===== src/rtl/serial_bus_pkg.sv =====
package serial_bus_pkg;

    // word and memory geometry
    localparam int DATA_WIDTH = 32;
    localparam int MEM_DEPTH  = 2000;
    localparam int ADDR_WIDTH = 11;
    localparam int SID_WIDTH  = 2;

    // command frame layout: start(3) | id(2) | rw | burst | addr(11), msb first
    localparam int FRAME_BITS = 18;
    localparam logic [2:0] START_CODE = 3'b111;
    localparam int START_LSB  = 15;
    localparam int SID_LSB    = 13;
    localparam int RW_POS     = 12;
    localparam int BURST_POS  = 11;

    typedef logic [DATA_WIDTH-1:0] data_t;
    typedef logic [ADDR_WIDTH-1:0] addr_t;
    typedef logic [SID_WIDTH-1:0]  slave_id_t;
    typedef logic [FRAME_BITS-1:0] frame_t;

    // holds 0 to DATA_WIDTH inclusive
    typedef logic [5:0] bit_count_t;

    typedef enum logic [1:0] {
        IDLE,
        WRITE_RECV,
        READ_FETCH,
        READ_SEND
    } ctrl_state_t;

endpackage


===== src/rtl/transfer_controller.sv =====
`timescale 1ns/1ps

module transfer_controller (
    input  logic                  clk,
    input  logic                  rstN,
    input  logic                  cmd_valid,
    input  logic                  cmd_write,
    input  logic                  cmd_burst,
    input  serial_bus_pkg::addr_t cmd_addr,
    input  logic                  word_valid,
    input  logic                  word_last,
    input  serial_bus_pkg::data_t word,
    input  logic                  word_sent,
    input  logic                  last,
    output logic                  collect,
    output logic                  wr_en,
    output logic                  rd_en,
    output logic                  load,
    output serial_bus_pkg::addr_t addr,
    output serial_bus_pkg::data_t wr_data,
    output logic                  busy_read
);

    serial_bus_pkg::ctrl_state_t state;
    logic                        burst;

    assign collect = (state == serial_bus_pkg::WRITE_RECV);

    // a finished word goes to memory in the same cycle it is reported
    assign wr_en   = (state == serial_bus_pkg::WRITE_RECV) && word_valid;
    assign wr_data = word;

    assign rd_en     = (state == serial_bus_pkg::READ_FETCH);
    assign busy_read = (state == serial_bus_pkg::READ_FETCH) ||
                       (state == serial_bus_pkg::READ_SEND);

    always_ff @(posedge clk or negedge rstN) begin
        if (!rstN) begin
            state <= serial_bus_pkg::IDLE;
            burst <= 1'b0;
            addr  <= '0;
            load  <= 1'b0;
        end else begin
            // memory output is registered, so load trails the fetch by one cycle
            load <= (state == serial_bus_pkg::READ_FETCH);

            case (state)
                serial_bus_pkg::IDLE: begin
                    if (cmd_valid) begin
                        addr  <= cmd_addr;
                        burst <= cmd_burst;
                        state <= cmd_write ? serial_bus_pkg::WRITE_RECV
                                           : serial_bus_pkg::READ_FETCH;
                    end
                end

                serial_bus_pkg::WRITE_RECV: begin
                    if (word_valid) begin
                        addr <= addr + 1'b1;
                        if (!burst || word_last) begin
                            state <= serial_bus_pkg::IDLE;
                        end
                    end
                end

                serial_bus_pkg::READ_FETCH: begin
                    state <= serial_bus_pkg::READ_SEND;
                end

                serial_bus_pkg::READ_SEND: begin
                    // last is judged together with the final bit of the word
                    if (word_sent) begin
                        if (!burst || last) begin
                            state <= serial_bus_pkg::IDLE;
                        end else begin
                            addr  <= addr + 1'b1;
                            state <= serial_bus_pkg::READ_FETCH;
                        end
                    end
                end

                default: begin
                    state <= serial_bus_pkg::IDLE;
                end
            endcase
        end
    end

    // a finished word only arrives while words are being collected
    a_word_collected: assert property (@(posedge clk) disable iff (!rstN)
        word_valid |-> collect);

endmodule


===== config.mk =====
export PLATFORM = sky130hd
export DESIGN_NAME = transfer_controller
export DESIGN_NICKNAME = d
export VERILOG_FILES = /design/src/rtl/serial_bus_pkg.sv /design/src/rtl/transfer_controller.sv
export SDC_FILE = /design/constraint.sdc
export NUM_CORES = 1
export LEC_CHECK = 0
export ABC_AREA = 1
export BUFFER_PORTS_ARGS = -buffer_cell sky130_fd_sc_hd__buf_2
export CAP_MARGIN = 20
export CORE_AREA = 3 3 61 63
export DETAILED_ROUTE_END_ITERATION = 8
export DIE_AREA = 0 0 64 66
export PLACE_DENSITY = 0.88
export SLEW_MARGIN = 10
export SYNTH_ARGS = -nofsm -noshare
export SYNTH_HDL_FRONTEND = slang
export SYNTH_SLANG_ARGS = --single-unit

===== constraint.sdc =====
create_clock -name clk -period 1.5 [get_ports clk]
set_input_delay 0.15 -clock clk [delete_from_list [all_inputs] [get_ports clk]]
set_output_delay 0.15 -clock clk [all_outputs]
set_load 0.01 [all_outputs]

## Word-level counts from Yosys, hierarchy flattened

Index checks and enable logic that the tools add are counted.

| storage, ports and cells | value |
|---|---|
| register bits after elaboration | 15 |
| output and inout port bits | 48 |
| word-level logic and storage cells | 35 |

| operators by class | value |
|---|---|
| add/subtract/negate cells | 1 |
| equal/unequal tests | 8 |
| muxes and demuxes | 12 |
| reductions and logical operators | 10 |

Operators with widths:

| kind | number |
|---|---|
| $mux 11 | 4 |
| $pmux 11 s3 | 1 |
| $mux 2 | 6 |
| $add 11x1->11 const B | 1 |
| $ne 2x2->1 const B | 4 |
| $pmux 2 s4 | 1 |
| $reduce_and 5->1 | 1 |
| $eq 2x2->1 const B | 2 |
| $reduce_and 4->1 | 1 |
| $logic_or 1x1->1 | 3 |
| $reduce_bool 3->1 | 1 |
| $eq 2x1->1 const B | 1 |
| $logic_not 2->1 | 1 |
| $ne 2x1->1 const B | 1 |
| $reduce_and 2->1 | 1 |
| $logic_and 1x1->1 | 1 |
| $logic_not 1->1 | 1 |

## Logic depth before layout (Yosys ltp)

Gate-level depths: netlist (run 1).

| logic depth | value |
|---|---|
| depth in word-level cells | 5 |
| gate-level depth with buffers | 8 |
| mapped depth without buffers | 8 |

## Worst setup path before layout (run 1)

OpenSTA, ideal clock, no wires.

| timing path | value |
|---|---|
| path kind | register -> register |
| from | register addr[0] |
| to | register addr[10] |
| setup time | 116 ps |
| arrival time | 1174 ps |
| setup slack | 210 ps |
| cell stages (with the launch flop) | 9 |
| cell sequence | dfrtp_1 -> ha_1 -> nand2_1 -> nor2_1 -> nand2_1 -> nand2_1 -> nand3_1 -> nand2_1 -> nand2_1 |

| between the ends | value |
|---|---|
| longest elaborated chain between the ends | 4 |
| elaborated cells on any way between the ends | 5 |
| classes of those cells | add/sub (1); mux (4) |

RTL lines:

| what | RTL line | text |
|---|---|---|
| start: declaration | transfer_controller.sv:19 | `output serial_bus_pkg::addr_t addr,` |
| start signal: assignment | transfer_controller.sv:50 | `addr <= cmd_addr;` |
| start signal: assignment | transfer_controller.sv:59 | `addr <= addr + 1'b1;` |
| start signal: assignment | transfer_controller.sv:76 | `addr <= addr + 1'b1;` |
| $add 11x1->11 * | transfer_controller.sv:59, transfer_controller.sv:76 |  |
| $mux 11 | transfer_controller.sv:73 | `if (!burst \|\| last) begin` |
| $mux 11 | transfer_controller.sv:72 | `if (word_sent) begin` |
| $pmux 11 s3 * | transfer_controller.sv:47 | `case (state)` |

Mark *: on every way between the ends. The rest lies on a longest branch, timed or not. The select of a mux whose other input is x is not followed.
A chain may end at the register's enable or synchronous reset.

## Worst setup path after layout (run 1)

| timing path | value |
|---|---|
| from | register state[1] |
| to | register addr[5] |

| between the ends | value |
|---|---|
| longest elaborated chain between the ends | 3 |
| elaborated cells on any way between the ends | 10 |
| classes of those cells | eq/ne (6); mux (1); reduce/logical (3) |

RTL lines:

| what | RTL line | text |
|---|---|---|
| start: declaration | transfer_controller.sv:24 | `serial_bus_pkg::ctrl_state_t state;` |
| start signal: assignment | transfer_controller.sv:39 | `state <= serial_bus_pkg::IDLE;` |
| start signal: assignment | transfer_controller.sv:52 | `state <= cmd_write ? serial_bus_pkg::WRITE_RECV` |
| start signal: assignment | transfer_controller.sv:61 | `state <= serial_bus_pkg::IDLE;` |
| $eq 2x2->1, or another cell as far along | transfer_controller.sv:47 |  |
| $ne 2x2->1 (no line) or $reduce_bool 3->1 (tied branches) | n/a |  |
| $reduce_and 5->1 (no line) | n/a |  |

Parallel ways exist; a longest one is shown, timed or not.

==> reports/metrics.yaml, run 1 <==
status:
  outcome: "finished, final reports clean"
global_route:
  met1_usage_pct: 16.06
  grt_start_max_net_pins: 16
  grt-ovfl-total: 0
  grt_usage_pct: 14.18
  grt_pass1_vias: 1162
  grt_use_met2_pct: 24.52
  antenna_found_initial: 0
  use_met3_pct: 4.252
  grt_pass1_wl_um: 4802
  busiest_layer: "met2"
synth:
  synth-seq-cells: 15
  synth_cell_types: 20
  syn_nets: 247
  syn_area_um2: 1260
  synth_warnings: 0
  avgSynthCellArea_um2: 6.495
  synthCells: 194
  synth_top_area_share_pct: 29.79
  synth.largest_area_cell: "dfrtp_1"
  synthTopCellsByArea: "dfrtp_1 30%, buf_4 20%, nand2_1 18%, nand3_1 8.7%, inv_1 6.9%"
  synth_sequential_area_ratio_pct: 29.79
layout:
  antenna_cells: 0
  areaGrowthSynthToFinish_pct: 2.979
  final_util_pct: 39.50
  drive_gt1_share_pct: 25.25
  nFillCells: 363
  fin_nets: 256
sta:
  drv_slew: 0
  slew_headroom_pct: 77.19
  period_share_pct: 89.80
  fmax_ghz: 0.7424
  hold_viol_final: 0
  min_period_ns: 1.347
  tightest_slew_ns: 0.3421
  setup_tns_ns: 0
  holdWs_ns: 0.1150
  setup_violations: 0
  fin_skew_ns: 0.005103
  rsz0062_at_grt: "yes"
die:
  dieWidth_um: 64
  io_pins: 100
  core_um2: 3284
  rows: 21
  die_area_um2: 4224
  die_height_um: 66
  start_util_pct: 38.36
critical_path:
  path_cells: "nor2_1 > nand2_1 > nand3_2 > nor2_2 > inv_1 > nand2_1 > nand2_1"
  path_max_fanout: 8
  cp.arrival_ns: 1.58
  critPathTopFamily: "simple AND/OR/NAND/NOR gates"
  cp.required_ns: 1.73
  endpoint_kind: "register"
  crit_path_top_delay_cell: "dfrtp_1"
  r2r_slack_ns: 0.15
  crit_top_cell: "nand2_1"
  path_class: "reg2reg"
  cp-start-kind: "register"
  crit_buf_inv: 1
  slowest_delay_ns: 0.44
drt:
  ant_nets: 0
  via_count: 1145
  first_iter_violations: 31
  wl_um: 2661
  wire_per_inst_um: 10.73
  drc: 0
  drtPass1Iterations: 4
  via_per_inst: 4.617
clocking:
  cts_max_path_buffers: 2
  htreeDepth: 1
  cts_buffers: 3
  clk_pin_slew_worst_paths_ns: 0.10
  clk_latency_ns: 0.28
  cts.sinks: 15
  cts_tree: "done"
  root_buffer: "clkbuf_4"
power:
  p_leak_nw: 0.7465
  power_mw: 2.615
  ir_drop_mv: 1.068
  p_per_area_nw_per_um2: 2015
placed_design:
  globalplace.congestion: 0.8238
  dp_hpwl_um: 2144
  place.port_buffers: 35
job:
  maxCapViolCount: 0
hold_path:
  hold_class: "in2reg"
==> final timing paths <==
check | end | depth (start not counted) | start
max reg2reg | addr[5]$_DFFE_PN0P_ | 7 | state[1]$_DFFE_PN0P_
min reg2reg | burst$_DFFE_PN0P_ | 2 | burst$_DFFE_PN0P_
max in group asynchronous | state[0]$_DFFE_PN0P_ | 2 | rstN
min in group asynchronous | addr[6]$_DFFE_PN0P_ | 2 | rstN
min | burst$_DFFE_PN0P_ | 3 | cmd_burst
max | addr[5]$_DFFE_PN0P_ | 7 | state[1]$_DFFE_PN0P_
==> sequential cells by signal, indices dropped and copies added (netlist names) <==
register / count
burst: 1
state: 2
addr: 11
load: 1
==> placed cells by master, fill, tap and decap left out, drive strengths merged <==
cell / instances
nand3: 23
ha: 1
or2: 2
dfrtp: 15
nor3b: 1
dlygate4sd3: 1
nor3: 4
buf: 39
nor2: 14
inv: 24
a21oi: 3
clkbuf: 4
nand2: 60
nand4: 1
o21ai: 10
==> synth_stat cells <==
| master | number |
|---|---|
| a21oi_1 | 3 |
| buf_2 | 1 |
| buf_4 | 33 |
| buf_6 | 1 |
| clkbuf_1 | 1 |
| dfrtp_1 | 15 |
| ha_1 | 1 |
| inv_1 | 23 |
| inv_2 | 1 |
| nand2_1 | 59 |
| nand2_2 | 1 |
| nand3_1 | 22 |
| nand3_2 | 1 |
| nand4_1 | 1 |
| nor2_1 | 13 |
| nor2_2 | 1 |
| nor3_1 | 4 |
| nor3b_1 | 1 |
| o21ai_0 | 10 |
| or2_2 | 2 |
==> cell type report <==
type / instances / area [um^2] / area share (%)
Multi-Input combinational cell: 119 / 531.8 / 40.98
Sequential cell: 15 / 376.6 / 29.03
Timing Repair Buffer: 40 / 215.2 / 16.59
Inverter: 24 / 90.09 / 6.943
Tap cell: 46 / 57.56 / 4.436
Clock buffer: 4 / 26.28 / 2.025
==> per-stage QoR <==
| stage | worst slack (ns) | cells | cell area, um^2 |
|---|---|---|---|
| floorplan | 0.2099 | 194 | 1260 |
| global placement | 0.1363 | 242 | 1247 |
| detailed placement | 0.1080 | 242 | 1247 |
| CTS | 0.08790 | 247 | 1284 |
| global route | -0.008219 | 248 | 1297 |
| finish | 0.1530 | 248 | 1297 |
==> kinds of logic after synthesis <==
kind of cell	synth area share [%]
flops	29.79
simple gates	35.65
compound gates	5.164
buf+inv	28.40
fa+ha+maj	0.9929
==> power breakdown <==
| group | internal (mW) | switching, mW |
|---|---|---|
| logic | 0.599 | 0.929 |
| registers | 0.607 | 0.239 |
| clock network | 0.103 | 0.137 |
| total | 1.31 | 1.31 |
==> metal layers <==
layer	share of wire [%]	vias to the layer above	wire (um)
li1	-	586	-
met1	42	516	1127
met2	49	35	1312
met3	6.7	8	178
met4	1.6	0	42
met5	0	-	0
==> repair_timing <==
action	4_1_cts	5_1_grt
resized for setup	0	3
hold buffers	1	0
buffers inserted	0	1
endpoints found under the hold margin	15	0
setup endpoints to repair	0	4
==> worst register-to-register path, stage by stage (launching register included) <==
cell and delay [ns]:
dfrtp_1 0.44, nor2_1 0.19, nand2_1 0.09, nand3_2 0.13, nor2_2 0.05, inv_1 0.21, nand2_1 0.10, nand2_1 0.08
Note: power is estimated with default switching activity, not from simulation.
==> run 2: changes to the inputs <==
--- a/config.mk
+++ b/config.mk
@@ -5,13 +5,11 @@
 export SDC_FILE = /design/constraint.sdc
 export NUM_CORES = 1
 export LEC_CHECK = 0
-export ABC_AREA = 1
 export BUFFER_PORTS_ARGS = -buffer_cell sky130_fd_sc_hd__buf_2
-export CAP_MARGIN = 20
-export CORE_AREA = 3 3 61 63
+export CORE_AREA = 3 3 60 62
 export DETAILED_ROUTE_END_ITERATION = 8
-export DIE_AREA = 0 0 64 66
-export PLACE_DENSITY = 0.88
+export DIE_AREA = 0 0 63 65
+export PLACE_DENSITY = 0.86
 export SLEW_MARGIN = 10
 export SYNTH_ARGS = -nofsm -noshare
 export SYNTH_HDL_FRONTEND = slang
==> constraint.sdc (replaced) <==
create_clock -name clk -period 1.32 [get_ports clk]
set_input_delay 0.132 -clock clk [delete_from_list [all_inputs] [get_ports clk]]
set_output_delay 0.132 -clock clk [all_outputs]
set_load 0.01 [all_outputs]
==> run 2 against run 1 <==
Compared with the run above: the run now ends with negative setup slack left; utilization rose by 8.3 points; clock skew fell by 0.0015 ns; worst setup slack got worse by 0.35 ns; global-route usage rose by 1.0 points; flip-flop and latch count did not move; critical path depth fell by 2; synthesized cell count fell by 31%; final area rose by 13%.
==> reports/metrics.yaml, run 2 <==
layout:
  final_common_cell: "buf_2"  # was nand2_1
  nFillCells: 287  # was 363
  antenna_cells: 0  # unchanged
  fin_nets: 220  # was 256
  finalInstanceArea_um2: 1471  # was 1297 um^2
  top_register: "addr"  # unchanged
  top_regs: "addr: 11 flops, state: 2 flops"  # unchanged
  largest_reg_flops: 11  # unchanged
  drive_gt1_share_pct: 50.60  # was 25.25%
  final_util_pct: 47.80  # was 39.50%
  final_cell_mix: "33 x buf_2, 22 x buf_4, 18 x a21oi_1"  # was 59 x nand2_1, 35 x buf_2, 23 x inv_1
  areaGrowthSynthToFinish_pct: 30.38  # was 2.979%
  fin_cells: 210  # was 248
synth:
  synth_cell_types: 28  # was 20
  synth_ff_type: "dfrtp_1"  # unchanged
  synth_warnings: 0  # unchanged
  synth-seq-cells: 15  # unchanged
  syn_area_um2: 1129  # was 1260 um^2
  synthCells: 133  # was 194
  synth_edf_count: 0  # unchanged
  synth-async-reset-ratio_pct: 100.0  # unchanged
  synthTopCellsByCount: "32 x buf_4, 18 x a21oi_1, 15 x dfrtp_1, 13 x nand2_1"  # was 59 x nand2_1, 33 x buf_4, 23 x inv_1, 22 x nand3_1, 15 x dfrtp_1
  synthTopCellsByArea: "dfrtp_1 33%, buf_4 21%, a21oi_1 8.0%, nand2_1 4.3%, o22ai_1 3.9%"  # was dfrtp_1 30%, buf_4 20%, nand2_1 18%, nand3_1 8.7%, inv_1 6.9%
  syn_nets: 186  # was 247
  synth_top_area_share_pct: 33.26  # was 29.79%
  synth.most_common_cell: "buf_4"  # was nand2_1
  avgSynthCellArea_um2: 8.486  # was 6.495 um^2
  synth.largest_area_cell: "dfrtp_1"  # unchanged
  synth_sequential_area_ratio_pct: 33.26  # was 29.79%
power:
  p_switching_mw: 1.596  # was 1.305 mW
  internal_power_mw: 2.134  # was 1.310 mW
  swShare_pct: 42.78  # was 49.92%
  p_per_area_nw_per_um2: 2535  # was 2015 nW/um^2
  ir_drop_mv: 0.9712  # was 1.068 mV
  p_leak_nw: 0.7108  # was 0.7465 nW
  p_clk_share_pct: 7.2  # was 9.2%
  comb_power_share_pct: 69.0  # was 58.4%
  seqPwrFrac_pct: 23.8  # was 32.4%
drt:
  drtPass1Iterations: 4  # unchanged
  via_per_inst: 5.019  # was 4.617
  via_count: 1054  # was 1145
  drc: 0  # unchanged
  first_iter_violations: 32  # was 31
  ant_nets: 0  # unchanged
  wl_um: 3036  # was 2661 um
  wire_per_inst_um: 14.46  # was 10.73 um
clocking:
  cts_max_path_buffers: 2  # unchanged
  root_buffer: "clkbuf_4"  # unchanged
  cts.sinks: 15  # unchanged
  cts_tree: "done"  # unchanged
  cts_buffers: 3  # unchanged
  htreeDepth: 1  # unchanged
  clk_pin_slew_worst_paths_ns: 0.09  # was 0.10 ns
  clk_latency_ns: 0.29  # was 0.28 ns
sta:
  fmax_ghz: 0.6580  # was 0.7424 GHz
  setup_violations: 14  # was 0
  slew_headroom_pct: 76.87  # was 77.19%
  fin_skew_ns: 0.003603  # was 0.005103 ns
  tightest_slew_ns: 0.3470  # was 0.3421 ns
  rsz0062_at_grt: "yes"  # unchanged
  period_share_pct: 115.1  # was 89.80%
  setup_slack_ns: -0.1998  # was 0.1530 ns
  min_period_ns: 1.520  # was 1.347 ns
  drv_slew: 0  # unchanged
  hold_viol_final: 0  # unchanged
placed_design:
  place.port_buffers: 35  # unchanged
  post-place-cells: 197  # was 242
  globalplace.congestion: 0.8748  # was 0.8238
  post-place-ws_ns: -0.1704  # was 0.1080 ns
  dp_hpwl_um: 2046  # was 2144 um
  dpl_cell_area_um2: 1264  # was 1247 um^2
critical_path:
  cp-start-kind: "register"  # unchanged
  path_class: "reg2reg"  # unchanged
  cp.required_ns: 1.55  # was 1.73 ns
  rr_startpoint: "state[0]$_DFFE_PN0P_"  # was state[1]$_DFFE_PN0P_
  r2r_cells: 5  # was 7
  critPathTopFamily: "simple AND/OR/NAND/NOR gates"  # unchanged
  path_cells: "buf_6 > nand4b_4 > mux2_4 > or4_1 > nand4_1"  # was nor2_1 > nand2_1 > nand3_2 > nor2_2 > inv_1 > nand2_1 > nand2_1
  crit_path_top_delay_cell: "or4_1"  # was dfrtp_1
  endpoint_kind: "register"  # unchanged
  crit_buf_inv: 1  # unchanged
  r2r-end: "addr[10]$_DFFE_PN0P_"  # was addr[5]$_DFFE_PN0P_
  path_max_fanout: 4  # was 8
  cp.arrival_ns: 1.75  # was 1.58 ns
  r2r_slack_ns: -0.20  # was 0.15 ns
  slowest_delay_ns: 0.47  # was 0.44 ns
die:
  rows: 20  # was 21
  dieWidth_um: 63  # was 64 um
  die_area_um2: 4095  # was 4224 um^2
  core_um2: 3078  # was 3284 um^2
  start_util_pct: 36.67  # was 38.36%
  die_height_um: 65  # was 66 um
  io_pins: 100  # unchanged
global_route:
  grt_start_max_net_pins: 24  # was 16
  grt_pass1_vias: 1105  # was 1162
  grt_usage_pct: 15.17  # was 14.18%
  grt_pass1_wl_um: 4899  # was 4802 um
  antenna_found_initial: 0  # unchanged
  grt-ovfl-total: 0  # unchanged
status:
  outcome: "complete, but fails checks"  # was finished, final reports clean
  violations: "negative setup slack"
hold_path:
  hold_class: "in2reg"  # unchanged
  hold_path_end: "burst$_DFFE_PN0P_"  # unchanged
  holdCritStartpoint: "cmd_burst"  # unchanged
  whs_path_depth: 2  # was 3
job:
  maxCapViolCount: 0  # unchanged
[run 2: cell types whose count changed after synthesis, moves of 3 or more]
cell | previous run | this run
nor2_1 | 13 | 3
o21ai_0 | 10 | 6
clkbuf_1 | 1 | 4
nand3_1 | 22 | 7
inv_1 | 23 | 3
nor3_1 | 4 | 0
nand2_1 | 59 | 13
a21oi_1 | 3 | 18
mux2i_1 | 0 | 4
o22ai_1 | 0 | 7
[run 2: worst max path at each step]
stage	to	depth (start not counted)	slack, ns	from
floorplan	addr[10]$_DFFE_PN0P_	5	-0.20	addr[0]$_DFFE_PN0P_
finish	addr[10]$_DFFE_PN0P_	5	-0.20	state[0]$_DFFE_PN0P_
CTS	addr[10]$_DFFE_PN0P_	5	-0.18	state[0]$_DFFE_PN0P_
detailed placement	addr[10]$_DFFE_PN0P_	4	-0.17	state[0]$_DFFE_PN0P_
global placement	addr[10]$_DFFE_PN0P_	4	-0.14	state[0]$_DFFE_PN0P_
global route	addr[10]$_DFFE_PN0P_	5	-0.26	state[0]$_DFFE_PN0P_
[run 2: layout make-up]
class                      instances  area, um^2  area share (%)
multi-input combinational         77       531.8           36.14
clock buffer                       3       22.52           1.531
tap                               44       55.05           3.741
inverter                           3       16.27           1.105
sequential                        15       376.6           25.60
clock inverter                     1       5.005          0.3401
timing repair buffer              67       464.2           31.55
[run 2: power groups by stage]
stage	clock network, mW	logic, mW	registers, mW
after floorplan	0	1.09	0.993
final	0.269	2.57	0.888
after global placement	0	1.96	0.869
after CTS	0.269	2.35	0.881
after global routing	0.295	2.81	0.926
after detailed placement	0	2.00	0.884
[run 2: worst reg2reg max path: cells and delay by family (launching register included)]
kind | cells | cell delay [ns]
buf+inv | 1 | 0.12
flops | 1 | 0.43
simple gates | 3 | 0.65
mux | 1 | 0.28
[run 2: cell families after synthesis]
| logic type | Yosys count | share of synthesized area [%] |
|---|---|---|
| AOI/OAI and AO/OA | 35 | 17.74 |
| and+or+nand+nor | 35 | 16.96 |
| adders and majority gates | 1 | 1.108 |
| DFF | 15 | 33.26 |
| muxes | 6 | 5.876 |
| buffers and inverters | 41 | 25.05 |
[run 2: through the flow]
step / setup TNS (ns) / power [mW] / hold slack (ns)
floorplan: -0.4322 / 2.084 / -0.1636
global placement: -0.6325 / 2.829 / 0.05103
detailed placement: -0.9257 / 2.888 / 0.05104
CTS: -0.9557 / 3.500 / 0.06907
global route: -2.340 / 4.032 / 0.07825
finish: -1.280 / 3.730 / 0.07134
[run 2: repair_timing]
action / CTS / global route
setup buffers: 2 / 5
cloned: 1 / 0
hold buffers: 1 / 0
endpoints found under the setup margin: 14 / 15
resized for setup: 23 / 7
endpoints found under the hold margin: 15 / 0
pin swaps: 4 / 3
[run 2: layer usage]
| layer | track usage [%] | up-vias | wire length [um] |
|---|---|---|---|
| met1 | 16.86 | 502 | 1240 |
| met3 | 3.466 | 8 | 176 |
| met4 | 8.540 | 0 | 48 |
| met2 | 26.61 | 40 | 1571 |
| li1 | - | 504 | - |
| met5 | 0 | - | 0 |
==> run 3: changes to the inputs <==
--- a/config.mk
+++ b/config.mk
@@ -10,7 +10,9 @@
 export DETAILED_ROUTE_END_ITERATION = 8
 export DIE_AREA = 0 0 63 65
 export PLACE_DENSITY = 0.86
+export REMOVE_ABC_BUFFERS = 1
 export SLEW_MARGIN = 10
 export SYNTH_ARGS = -nofsm -noshare
 export SYNTH_HDL_FRONTEND = slang
 export SYNTH_SLANG_ARGS = --single-unit
+export TNS_END_PERCENT = 30
==> run 3 against run 2 <==
Compared with the run above: the flow still finishes with violations (negative setup slack); via count down 2.5%; clock power is essentially flat; global-route usage increased by 1.7 points; critical path depth decreased by 1; count of clock-buffer cells in the layout grew 1; cell count decreased by 3.8%; utilization is 3.9 points lower; sequential power increased by 0.6%; register-to-register slack improved by 0.02 ns; largest cell class unchanged; largest power group unchanged.
==> reports/metrics.yaml, run 3 (synthesis results as in run 2) <==
sta:
  min_period_ns: 1.499  # was 1.520 ns
  fin_skew_ns: 0.003539  # was 0.003603 ns
  setup_violations: 12  # was 14
  period_share_pct: 113.6  # was 115.1%
  hold_viol_final: 0  # unchanged
  fmax_ghz: 0.6670  # was 0.6580 GHz
  slew_headroom_pct: 76.24  # was 76.87%
  rsz0062_at_grt: "yes"  # unchanged
  setup_slack_ns: -0.1793  # was -0.1998 ns
  tightest_slew_ns: 0.3565  # was 0.3470 ns
  drv_slew: 0  # unchanged
layout:
  nFillCells: 315  # was 287
  antenna_cells: 0  # unchanged
  top_regs: "addr: 11 flops, state: 2 flops"  # unchanged
  final_cell_mix: "34 x buf_2, 22 x buf_4, 18 x a21oi_1"  # was 33 x buf_2, 22 x buf_4, 18 x a21oi_1
  largest_reg_flops: 11  # unchanged
  fin_nets: 212  # was 220
  final_common_cell: "buf_2"  # unchanged
  top_register: "addr"  # unchanged
  areaGrowthSynthToFinish_pct: 19.85  # was 30.38%
  drive_gt1_share_pct: 48.10  # was 50.60%
die:
  die_area_um2: 4095  # unchanged
  die_height_um: 65  # unchanged
  rows: 20  # unchanged
  core_um2: 3078  # unchanged
  start_util_pct: 36.67  # unchanged
  dieWidth_um: 63  # unchanged
  io_pins: 100  # unchanged
critical_path:
  slowest_delay_ns: 0.46  # was 0.47 ns
  crit_buf_inv: 0  # was 1
  critPathTopFamily: "simple AND/OR/NAND/NOR gates"  # unchanged
  endpoint_kind: "register"  # unchanged
  crit_path_top_delay_cell: "dfrtp_2"  # was or4_1
  cp-start-kind: "register"  # unchanged
  cp.arrival_ns: 1.72  # was 1.75 ns
  path_class: "reg2reg"  # unchanged
  path_max_fanout: 5  # was 4
  cp.required_ns: 1.54  # was 1.55 ns
  path_cells: "mux2i_1 > mux2_4 > or4_1 > nand4_1"  # was buf_6 > nand4b_4 > mux2_4 > or4_1 > nand4_1
placed_design:
  post-place-ws_ns: -0.1857  # was -0.1704 ns
  globalplace.congestion: 0.8020  # was 0.8748
  dp_hpwl_um: 2770  # was 2046 um
  place.port_buffers: 35  # unchanged
status:
  outcome: "complete, but fails checks"  # unchanged
  violations: "negative setup slack"  # unchanged
drt:
  drtPass1Iterations: 4  # unchanged
  wire_per_inst_um: 17.25  # was 14.46 um
  wl_um: 3484  # was 3036 um
  drc: 0  # unchanged
  ant_nets: 0  # unchanged
  via_count: 1028  # was 1054
  first_iter_violations: 25  # was 32
  via_per_inst: 5.089  # was 5.019
clocking:
  clk_pin_slew_worst_paths_ns: 0.09  # about the same
  htreeDepth: 1  # unchanged
  cts_buffers: 3  # unchanged
  clk_latency_ns: 0.28  # was 0.29 ns
  cts.sinks: 15  # unchanged
  root_buffer: "clkbuf_4"  # unchanged
  cts_max_path_buffers: 2  # unchanged
  cts_tree: "done"  # unchanged
power:
  p_per_area_nw_per_um2: 2430  # was 2535 nW/um^2
  power_mw: 3.287  # was 3.730 mW
  p_leak_nw: 0.6504  # was 0.7108 nW
  ir_drop_mv: 1.315  # was 0.9712 mV
global_route:
  grt_pass1_vias: 959  # was 1105
  grt_start_max_net_pins: 25  # was 24
  grt_usage_pct: 16.88  # was 15.17%
  grt_pass1_wl_um: 5092  # was 4899 um
  antenna_found_initial: 0  # unchanged
  grt-ovfl-total: 0  # unchanged
job:
  maxCapViolCount: 0  # unchanged
hold_path:
  hold_class: "in2reg"  # unchanged
run 3: layout make-up:
type                    count  area [um^2]  share of cell area (%)
well taps                  44        55.05                   4.070
flip-flops and latches     15        376.6                   27.84
clock buffers               4        26.28                   1.943
multi-input cells          77        515.5                   38.11
inverters                   3        11.26                  0.8326
repair buffers             59        367.9                   27.20
run 3: final timing paths:
check	startpoint	end	slack, ns	cells after the start
worst max-delay path	state[0]$_DFFE_PN0P_	addr[10]$_DFFE_PN0P_	-0.18	4
max in group asynchronous	rstN	state[0]$_DFFE_PN0P_	0.77	2
worst min register to register	addr[10]$_DFFE_PN0P_	addr[10]$_DFFE_PN0P_	0.57	2
worst min-delay path	cmd_write	state[1]$_DFFE_PN0P_	0.05	2
worst max register to register	state[0]$_DFFE_PN0P_	addr[10]$_DFFE_PN0P_	-0.18	4
min in group asynchronous	rstN	state[1]$_DFFE_PN0P_	0.27	2
run 3: power breakdown:
group          switching (mW)  leakage [nW]  internal [mW]
Combinational            1.07         0.465           1.06
Clock                   0.151        0.0150          0.117
Sequential              0.198         0.170          0.695
run 3: layer usage:
layer  global-route usage, %  up-vias  wire (um)
met2                   22.00       66       1428
li1                        -      489          -
met3                   13.69        6        491
met1                   19.87      465       1477
met5                   11.11        -         39
met4                   4.683        2         46
run 3: repair_timing:
| action | in CTS | in global routing |
|---|---|---|
| pin swaps | 2 | 1 |
| gates resized for setup | 11 | 6 |
| buffers inserted | 1 | 3 |
| endpoints found under the hold margin | 15 | 0 |
| hold buffers | 1 | 0 |
| endpoints found under the setup margin | 15 | 15 |
run 3: metrics by stage:
step	util [%]	cell area, um^2	TNS, ns	instances	hold WS [ns]
floorplan	-	857.1	-6.938	95	-0.1636
global placement	39.96	1230	-0.4314	193	0.05462
detailed placement	39.96	1230	-0.7493	193	0.06477
CTS	42.56	1310	-0.9578	199	0.02849
global route	43.94	1353	-2.019	202	0.03221
finish	43.94	1353	-0.9688	202	0.04538
